$ cat config.mk
export PLATFORM = sky130hd
export DESIGN_NAME = cache_top
export DESIGN_NICKNAME = d
export VERILOG_FILES = /design/src/logic/cache_pkg.sv /design/src/logic/apb_req_decoder.sv /design/src/logic/cache_top.sv /design/src/logic/cache_way.sv /design/src/logic/hit_merge.sv
export SDC_FILE = /design/constraint.sdc
export NUM_CORES = 2
export LEC_CHECK = 0
export CAP_MARGIN = 15
export CORE_MARGIN = 2
export CORE_UTILIZATION = 23
export DETAILED_ROUTE_END_ITERATION = 16
export DONT_BUFFER_PORTS = 1
export REMOVE_ABC_BUFFERS = 1
export SLEW_MARGIN = 20
export SYNTH_ARGS = -nofsm -noshare
export SYNTH_HDL_FRONTEND = slang
export SYNTH_SLANG_ARGS = --single-unit
$ cat constraint.sdc
create_clock -name clk -period 13.1 [get_ports clk]
set_input_delay 1.31 -clock clk [delete_from_list [all_inputs] [get_ports clk]]
set_output_delay 1.31 -clock clk [all_outputs]
set_load 0.1 [all_outputs]
$ cat src/logic/cache_pkg.sv
package cache_pkg;

  // word and bus widths
  localparam int DATA_W  = 32;
  localparam int STRB_W  = 4;
  localparam int PADDR_W = 12;

  // address split: [9:6] tag, [5:2] set
  localparam int SET_W    = 4;
  localparam int SET_LSB  = 2;
  localparam int NUM_SETS = 1 << SET_W;
  localparam int TAG_W    = 4;
  localparam int TAG_LSB  = 6;

  // write with this bit set is a line fill
  localparam int FILL_BIT = 10;

  typedef enum logic [1:0] {
    op_read,
    op_write,
    op_fill
  } cache_op_e;

  typedef enum logic [1:0] {
    ph_idle,
    ph_issued, // op_valid cycle
    ph_wait
  } apb_phase_e;

endpackage

$ cat src/logic/apb_req_decoder.sv
`timescale 1ns/10ps

module apb_req_decoder
  import cache_pkg::*;
(
  input  logic               clk,
  input  logic               rst,
  input  logic               psel,
  input  logic               penable,
  input  logic               pwrite,
  input  logic [PADDR_W-1:0] paddr,
  input  logic [DATA_W-1:0]  pwdata,
  input  logic [STRB_W-1:0]  pstrb,
  input  logic               pready,
  output logic               op_valid,
  output cache_op_e          op,
  output logic [SET_W-1:0]   set_idx,
  output logic [TAG_W-1:0]   tag,
  output logic [DATA_W-1:0]  wdata,
  output logic [STRB_W-1:0]  strb
);

  apb_phase_e state;
  logic       issue;
  cache_op_e  next_op;

  // first access cycle only, later access cycles of the same transfer are ignored
  assign issue = (state == ph_idle) && psel && penable;

  always_comb begin
    if (!pwrite) begin
      next_op = op_read; // fill bit is don't care on reads
    end else if (paddr[FILL_BIT]) begin
      next_op = op_fill;
    end else begin
      next_op = op_write;
    end
  end

  always_ff @(posedge clk) begin
    if (rst) begin
      state <= ph_idle;
    end else begin
      case (state)
        ph_idle: begin
          if (issue) state <= ph_issued;
        end
        ph_issued: begin
          state <= ph_wait;
        end
        ph_wait: begin
          if (pready) state <= ph_idle; // response cycle closes the transfer
        end
        default: begin
          state <= ph_idle;
        end
      endcase
    end
  end

  // operation fields, held until the next transfer
  always_ff @(posedge clk) begin
    if (issue) begin
      op      <= next_op;
      set_idx <= paddr[SET_LSB +: SET_W];
      tag     <= paddr[TAG_LSB +: TAG_W];
      wdata   <= pwdata;
      strb    <= pstrb;
    end
  end

  assign op_valid = (state == ph_issued);

endmodule

$ cat src/logic/cache_top.sv
`timescale 1ns/10ps

module cache_top
  import cache_pkg::*;
#(
  parameter int NUM_WAYS = 4
) (
  input  logic               clk,
  input  logic               rst,
  input  logic               psel,
  input  logic               penable,
  input  logic               pwrite,
  input  logic [PADDR_W-1:0] paddr,
  input  logic [DATA_W-1:0]  pwdata,
  input  logic [STRB_W-1:0]  pstrb,
  output logic [DATA_W-1:0]  prdata,
  output logic               pready,
  output logic               pslverr
);

  localparam int RANK_W = $clog2(NUM_WAYS);

  // decoder broadcast
  logic              op_valid;
  cache_op_e         op;
  logic [SET_W-1:0]  set_idx;
  logic [TAG_W-1:0]  tag;
  logic [DATA_W-1:0] wdata;
  logic [STRB_W-1:0] strb;

  // way results, packed per way
  logic [NUM_WAYS-1:0]        way_hit;
  logic [NUM_WAYS*RANK_W-1:0] way_rank;
  logic [NUM_WAYS*DATA_W-1:0] way_rdata;

  // update back to the ways
  logic              touch_en;
  logic [RANK_W-1:0] touch_rank;
  cache_op_e         commit_op;

  apb_req_decoder dec_mod (
    .clk      (clk),
    .rst      (rst),
    .psel     (psel),
    .penable  (penable),
    .pwrite   (pwrite),
    .paddr    (paddr),
    .pwdata   (pwdata),
    .pstrb    (pstrb),
    .pready   (pready),
    .op_valid (op_valid),
    .op       (op),
    .set_idx  (set_idx),
    .tag      (tag),
    .wdata    (wdata),
    .strb     (strb)
  );

  for (genvar w = 0; w < NUM_WAYS; w++) begin : way_gen
    cache_way #(
      .NUM_WAYS (NUM_WAYS),
      .WAY_ID   (w)
    ) way_mod (
      .clk        (clk),
      .rst        (rst),
      .op_valid   (op_valid),
      .op         (op),
      .set_idx    (set_idx),
      .tag        (tag),
      .wdata      (wdata),
      .strb       (strb),
      .touch_en   (touch_en),
      .touch_rank (touch_rank),
      .commit_op  (commit_op),
      .hit        (way_hit[w]),
      .rank       (way_rank[w*RANK_W +: RANK_W]),
      .rdata      (way_rdata[w*DATA_W +: DATA_W])
    );
  end

  hit_merge #(
    .NUM_WAYS (NUM_WAYS)
  ) merge_mod (
    .clk        (clk),
    .rst        (rst),
    .op_valid   (op_valid),
    .op         (op),
    .hit        (way_hit),
    .rank       (way_rank),
    .rdata      (way_rdata),
    .touch_en   (touch_en),
    .touch_rank (touch_rank),
    .commit_op  (commit_op),
    .prdata     (prdata),
    .pready     (pready),
    .pslverr    (pslverr)
  );

endmodule

$ cat src/logic/cache_way.sv
`timescale 1ns/10ps

module cache_way
  import cache_pkg::*;
#(
  parameter int NUM_WAYS = 4,
  parameter int WAY_ID   = 0
) (
  input  logic                        clk,
  input  logic                        rst,
  input  logic                        op_valid,
  input  cache_op_e                   op,
  input  logic [SET_W-1:0]            set_idx,
  input  logic [TAG_W-1:0]            tag,
  input  logic [DATA_W-1:0]           wdata,
  input  logic [STRB_W-1:0]           strb,
  input  logic                        touch_en,
  input  logic [$clog2(NUM_WAYS)-1:0] touch_rank,
  input  cache_op_e                   commit_op,
  output logic                        hit,
  output logic [$clog2(NUM_WAYS)-1:0] rank,
  output logic [DATA_W-1:0]           rdata
);

  localparam int RANK_W = $clog2(NUM_WAYS);

  logic [NUM_SETS-1:0] valid_q;
  logic [TAG_W-1:0]    tag_mem  [0:NUM_SETS-1];
  logic [DATA_W-1:0]   data_mem [0:NUM_SETS-1];
  logic [RANK_W-1:0]   rank_q   [0:NUM_SETS-1];

  logic                lookup_hit;
  logic                selected;
  logic [DATA_W-1:0]   merged;

  assign lookup_hit = valid_q[set_idx] && (tag_mem[set_idx] == tag);

  // rank register holds this set's rank from the lookup
  assign selected = touch_en && (rank == touch_rank);

  // byte merge for write hits
  always_comb begin
    merged = data_mem[set_idx];
    for (int b = 0; b < STRB_W; b++) begin
      if (strb[b]) merged[8*b +: 8] = wdata[8*b +: 8];
    end
  end

  // lookup result
  always_ff @(posedge clk) begin
    if (rst) begin
      hit <= 1'b0;
    end else if (op_valid) begin
      hit <= lookup_hit;
    end
  end

  always_ff @(posedge clk) begin
    if (op_valid) begin
      rank  <= rank_q[set_idx];
      // zero on anything but a read hit lets the merge OR all ways
      rdata <= (lookup_hit && op == op_read) ? data_mem[set_idx] : '0;
    end
  end

  // valid and LRU rank
  always_ff @(posedge clk) begin
    if (rst) begin
      valid_q <= '0;
      for (int s = 0; s < NUM_SETS; s++) begin
        rank_q[s] <= RANK_W'(WAY_ID);
      end
    end else if (touch_en) begin
      if (selected) begin
        rank_q[set_idx] <= '0; // most recently used
        if (commit_op == op_fill) valid_q[set_idx] <= 1'b1;
      end else if (rank < touch_rank) begin
        rank_q[set_idx] <= rank + 1'b1;
      end
    end
  end

  // tag and data storage
  always_ff @(posedge clk) begin
    if (selected) begin
      case (commit_op)
        op_write: begin
          data_mem[set_idx] <= merged;
        end
        op_fill: begin
          data_mem[set_idx] <= wdata;
          tag_mem[set_idx]  <= tag;
        end
        default: begin
        end
      endcase
    end
  end

endmodule

$ cat src/logic/hit_merge.sv
`timescale 1ns/10ps

module hit_merge
  import cache_pkg::*;
#(
  parameter int NUM_WAYS = 4
) (
  input  logic                                 clk,
  input  logic                                 rst,
  input  logic                                 op_valid,
  input  cache_op_e                            op,
  input  logic [NUM_WAYS-1:0]                  hit,
  input  logic [NUM_WAYS*$clog2(NUM_WAYS)-1:0] rank,
  input  logic [NUM_WAYS*DATA_W-1:0]           rdata,
  output logic                                 touch_en,
  output logic [$clog2(NUM_WAYS)-1:0]          touch_rank,
  output cache_op_e                            commit_op,
  output logic [DATA_W-1:0]                    prdata,
  output logic                                 pready,
  output logic                                 pslverr
);

  localparam int RANK_W = $clog2(NUM_WAYS);
  localparam logic [RANK_W-1:0] RANK_MAX = RANK_W'(NUM_WAYS - 1);

  logic              res_valid; // way outputs hold this op's lookup
  logic              any_hit;
  logic [RANK_W-1:0] hit_rank;
  logic [DATA_W-1:0] rdata_or;
  logic              miss_err;

  always_ff @(posedge clk) begin
    if (rst) begin
      res_valid <= 1'b0;
    end else begin
      res_valid <= op_valid;
    end
  end

  always_comb begin
    any_hit  = |hit;
    hit_rank = '0;
    rdata_or = '0;
    for (int w = 0; w < NUM_WAYS; w++) begin
      rdata_or = rdata_or | rdata[w*DATA_W +: DATA_W];
      if (hit[w]) hit_rank = hit_rank | rank[w*RANK_W +: RANK_W];
    end
  end

  // fill miss evicts the oldest way
  assign touch_en   = res_valid && (any_hit || op == op_fill);
  assign touch_rank = any_hit ? hit_rank : RANK_MAX;
  assign commit_op  = op;

  assign miss_err = !any_hit && (op != op_fill);

  always_ff @(posedge clk) begin
    if (rst) begin
      pready  <= 1'b0;
      pslverr <= 1'b0;
    end else begin
      pready  <= res_valid;
      pslverr <= res_valid && miss_err;
    end
  end

  // read data only on a read hit, zero otherwise
  always_ff @(posedge clk) begin
    prdata <= (res_valid && op == op_read && any_hit) ? rdata_or : '0;
  end

endmodule

# Word level (Yosys, flattened, before mapping)
# Memories as Yosys holds them, arrays and structs flattened. A register that Yosys moved wholly into a read port is not among the register bits.
# Cells that the tools add are included.
# word_totals
latchBits	0
ramBits	2432
wordCells	230
memories	12
output_inout_bits	34
reg_bits	279
romBits	0
# mem_list
name	words	word_bits	read_ports	rd_ports_with_merged_regs	write_ports	line_no	text
way_gen[0].way_mod.data_mem	16	32	1	1	1	cache_way.sv:29	logic [DATA_W-1:0] data_mem [0:NUM_SETS-1];
way_gen[1].way_mod.data_mem	16	32	1	1	1	cache_way.sv:29	
way_gen[2].way_mod.data_mem	16	32	1	1	1	cache_way.sv:29	
way_gen[3].way_mod.data_mem	16	32	1	1	1	cache_way.sv:29	
way_gen[0].way_mod.tag_mem	16	4	1	1	1	cache_way.sv:28	logic [TAG_W-1:0] tag_mem [0:NUM_SETS-1];
way_gen[1].way_mod.tag_mem	16	4	1	1	1	cache_way.sv:28	
6 more memories	--	--	--	--	--	--	
# op_classes
n_reduce_logical	34
add_sub_neg	4
muxes	119
multipliers	0
bitwise_logic	18
order_cmp	6
eq_ne	15
div	0
n_shift	0
# ops
op	n
$mux 32	4
$mux 8	16
$or 32x32->32	3
$mux 1	65
$or 16x16->16	4
$mux 4	12
$mux 2	16
$logic_and 1x1->1	20
$bmux 1 s4	4
$eq 4x4->1	4
$reduce_and 3->1	4
$add 2x1->2 const B	4
$eq 2x2->1	4
$lt 2x2->1	4
$or 1x1->1	8
$reduce_or 2->1	4
$or 2x2->2	3
$pmux 2 s3	1
$lt 4x5->1 const B	1
$demux 1 s4	1
$eq 2x1->1 const B	2
$eq 2x2->1 const B	2
$ge 4x1->1 const B	1
$logic_not 2->1	2
other kinds (6)	7

# Depth between registers and ports, before layout
# depth
ltp_word	17
mapped_depth	13

# Cells and area by module
# From an unflattened synthesis, not the netlist that was laid out.
# hier_totals
hier_cells	5103
hier_area_um2	107538.1
# modules_own_cells
mod	seq_area_each_um2	cells_per_inst	area_each_um2	instances
cache_way (way_gen[3].way_mod)	19618.8	1266	26392.8	1
cache_way (way_gen[1].way_mod)	19618.8	1258	26317.7	1
cache_way (way_gen[0].way_mod)	19618.8	1221	26218.9	1
cache_way (way_gen[2].way_mod)	19618.8	1181	25809.8	1
apb_req_decoder	1421.4	56	1475.2	1
hit_merge	700.7	121	1323.8	1

# Worst setup path before layout
# No wires, ideal clock.
# synth_path
path_kind	input port to flip-flop
startpoint	input penable
endpoint	register with a tool-made name
cell_stages	3
setup_slack_ns	7.663
setup_time_ns	0.075
path_buffers	0
arrival_ns	5.362
cell_sequence	nand2_1 -> nor3_1 -> mux2_2
# synth_rtl
item	line_no	text
start: declaration	cache_top.sv:11	input logic penable,

==> flow_metrics.py <==
metrics = {
    "status": {
        "outcome": "completed",
    },
    "sta": {
        "slew_headroom": 0.1677,
        "worst_pin_slew_ns": 1.237,
        "min_period_over_period": 0.4424,
        "rsz0062_at_grt": "false",
        "post-route-min-period_ns": 5.796,
        "finalHoldViolations": 0,
        "drv_slew": 0,
        "setup_viol": 0,
        "finalClockSkew_ns": 0.04533,
        "fin_ws_ns": 7.304,
        "fin_setup_tns_ns": 0,
        "max_freq_ghz": 0.1725,
    },
    "routing": {
        "drt-initial-drc-count": 5513,
        "first_pass_iters": 6,
        "vias_per_cell": 4.457,
        "routed_wl_um": 280400,
        "ant_nets": 0,
        "num_vias": 51470,
        "route.detailed.drc": 0,
        "wl_per_cell_um": 24.28,
    },
    "grt": {
        "track_usage": 0.1161,
        "grt_max_degree": 156,
        "antenna_found_initial": 52,
        "grt_overflow_total": 0,
        "grt_pass1_vias": 52420,
        "grt_pass1_wl_um": 393300,
    },
    "power_and_ir_drop": {
        "p_per_area_nw_per_um2": 147.7,
        "vdd_ir_drop_max_uv": 104.5,
        "p_leak_nw": 36.36,
    },
    "yosys": {
        "synth_top_cell_area_share": 0.7402,
        "syn_avg_cell_area_um2": 21.19,
        "yosysSeqAreaShare": 0.7608,
        "synth_area_leader_cell": "edfxtp_1",
        "ys_warn_count": 0,
        "synth_flop_cell": "edfxtp_1",
        "async_flop_share": 0,
        "synthCells": 5005,
        "yosys-top-cells-area": "edfxtp_1 (74%), mux4_2 (16%), dfxtp_1 (2.1%)",
        "synth-seq-cells": 2723,
        "ys_types": 58,
        "synth_edf_count": 2614,
        "syn_area_um2": 106000,
    },
    "layout": {
        "multi_input_area_um2": 24570,
        "post_route_cells_drive_above_1_share": 0.2807,
        "area_growth_pct": 15.63,
        "nets": 5199,
        "seq_area_um2": 80690,
        "stdcell_count": 11550,
        "utilization": 0.2668,
        "nFillCells": 45330,
    },
    "clock_tree": {
        "clock_latency_ns": 0.84,
        "clock_sinks": 2723,
        "post-cts-setup-buffers": 0,
        "clk_pin_slew_ns": 0.06,
        "htree_num_levels": 5,
        "clock-root-buffer": "clkbuf_16",
        "hold_buffers": 0,
        "cts_made_buffers": 269,
        "cts_buffer_depth": 4,
        "cts_resized": 0,
        "cts_tree": "yes",
    },
    "worst_setup_path": {
        "crit_buf_inv": 4,
        "max_stage_delay_ns": 0.97,
        "cpMostUsedCell": "buf_4",
        "worstPathArrival_ns": 6.30,
        "crit_type": "reg -> reg",
        "cp_top_family": "buffers and inverters",
        "path_cells": "buf_4 -> buf_4 -> buf_4 -> buf_4 -> mux4_2 -> mux4_2 -> mux2_2",
        "crit_required_ns": 13.61,
        "cp-end-kind": "register",
        "cp_slowest_cell": "buf_4",
        "worstPathMaxFanout": 73,
        "critPathLaunchType": "register",
    },
    "die": {
        "die_x_um": 683.0,
        "fp-row-count": 249,
        "die_h_um": 683.0,
        "initial_core_util": 0.2308,
        "io_pins": 87,
        "die_area_um2": 466500,
        "core_area_um2": 459500,
    },
    "placement": {
        "dpl_worst_slack_ns": 7.260,
        "place_hpwl_um": 159300,
        "gp_congestion": 0.8274,
        "port_buffers": 0,
        "place_inst": 11020,
    },
    "worst_hold_path": {
        "min_path_type": "reg -> reg",
    },
    "run": {
        "max-cap-violations": 0,
    },
}
## where the power goes
part	internal, mW	switching, mW
clock network	4.12	3.22
registers	9.68	0.0629
logic	0.414	0.612
total	14.2	3.90
## metrics by stage
step	power [mW]	hold WS, ns	cell area, µm²
after floorplan	11.13	0.4332	104700
after global placement	10.93	0.4526	114200
after detailed placement	10.97	0.4576	114200
after CTS	18.25	0.4708	122500
after global routing	18.64	0.4907	122600
final	18.12	0.4708	122600
## layout by cell type, fill, tap and decap left out, types with 33 or more instances in the layout
master and count:
mux2i_1 48, nor2_1 338, nand2_1 97, mux2_2 147, nor4_1 33, and2_1 61, clkinv_2 35, clkbuf_1 70
o21bai_1 33, nor2_4 65, dfxtp_1 104, edfxtp_1 2614, mux4_2 732, nand3_1 98, diode_2 55, nor3_1 66
clkbuf_16 275, buf_4 150, clkinv_1 56
## tightest hold or removal path, delay by kind of cell (launching register included)
| family | cells | cell delay [ns] |
|---|---|---|
| DFF | 1 | 0.32 |
| and+or+nand+nor | 2 | 0.12 |
## registers in the layout, summed over array words and instances, names as in the netlist, 2 cells and up, named ones only
name / cells
merge_mod.prdata: 32
dec_mod.op: 2
way_gen.way_mod.rdata: 128
way_gen.way_mod.data_mem: 2048
way_gen.way_mod.hit: 4
way_gen.way_mod.valid_q: 64
dec_mod.state: 2
way_gen.way_mod.rank: 8
dec_mod.set_idx: 4
way_gen.way_mod.rank_q: 128
dec_mod.strb: 4
dec_mod.wdata: 32
way_gen.way_mod.tag_mem: 256
dec_mod.tag: 4
## path summary, 6_finish.rpt
check / slack (ns) / cells past startpoint / startpoint / endpoint
max reg2reg: 7.30 / 7 / register / way_gen[0].way_mod.data_mem[10][21]$_DFFE_PP_
max: 7.30 / 7 / register / way_gen[0].way_mod.data_mem[10][21]$_DFFE_PP_
min reg2reg: 0.47 / 2 / way_gen[1].way_mod.valid_q[13]$_SDFFE_PP0P_ / way_gen[1].way_mod.valid_q[13]$_SDFFE_PP0P_
min: 0.47 / 2 / way_gen[1].way_mod.valid_q[13]$_SDFFE_PP0P_ / way_gen[1].way_mod.valid_q[13]$_SDFFE_PP0P_
## cells in the mapped netlist (3+ instances only)
cell	number
mux2i_1	48
a211oi_1	12
xor2_1	6
mux2_2	147
mux4_2	732
clkbuf_2	3
edfxtp_1	2614
o22ai_1	7
o21bai_1	33
o21ai_1	4
nand2_1	98
clkbuf_1	134
or3_1	6
xnor2_1	13
a31oi_1	6
nor4b_1	7
a22oi_1	4
buf_6	7
buf_4	21
or2_2	19
inv_1	14
nor2b_1	24
nor3b_1	3
nor4_1	39
and2_1	61
or4_1	3
a21oi_1	23
buf_1	55
dfxtp_1	109
o31ai_1	6
nor2_1	405
buf_2	74
ha_1	8
a22o_1	8
and2b_1	3
nand2b_1	13
o21ai_0	23
nor3_1	67
a21o_1	16
nand3_1	103
nand4_1	4
## cells by family after synthesis
logic type,count (synthesis),share of synthesized area
AO/OA/AOI/OAI,155,0.01036
adder cells (fa/ha/maj),8,0.0009439
multiplexers,927,0.1756
XOR/XNOR,19,0.001569
AND/OR/NAND/NOR,865,0.03770
flip-flops,2723,0.7608
buffers and inverters,308,0.01305
## cell type report
type | instances | area share
diodes | 55 | 0.001122
clock buffers | 353 | 0.05916
clock inverters | 123 | 0.007836
inverters | 14 | 0.0004694
multi-input cells | 1974 | 0.2004
flip-flops and latches | 2723 | 0.6581
well taps | 6149 | 0.06274
repair buffers | 156 | 0.01022
## per-layer routing
layer,global-route usage,up-vias,part of all wire
met5,0,-,0.00022
met4,0.05212,8,0.046
met3,0.01732,491,0.070
met2,0.2021,2179,0.51
met1,0.1421,27830,0.38
li1,-,20960,-
Power figures use the tool's default switching activity.
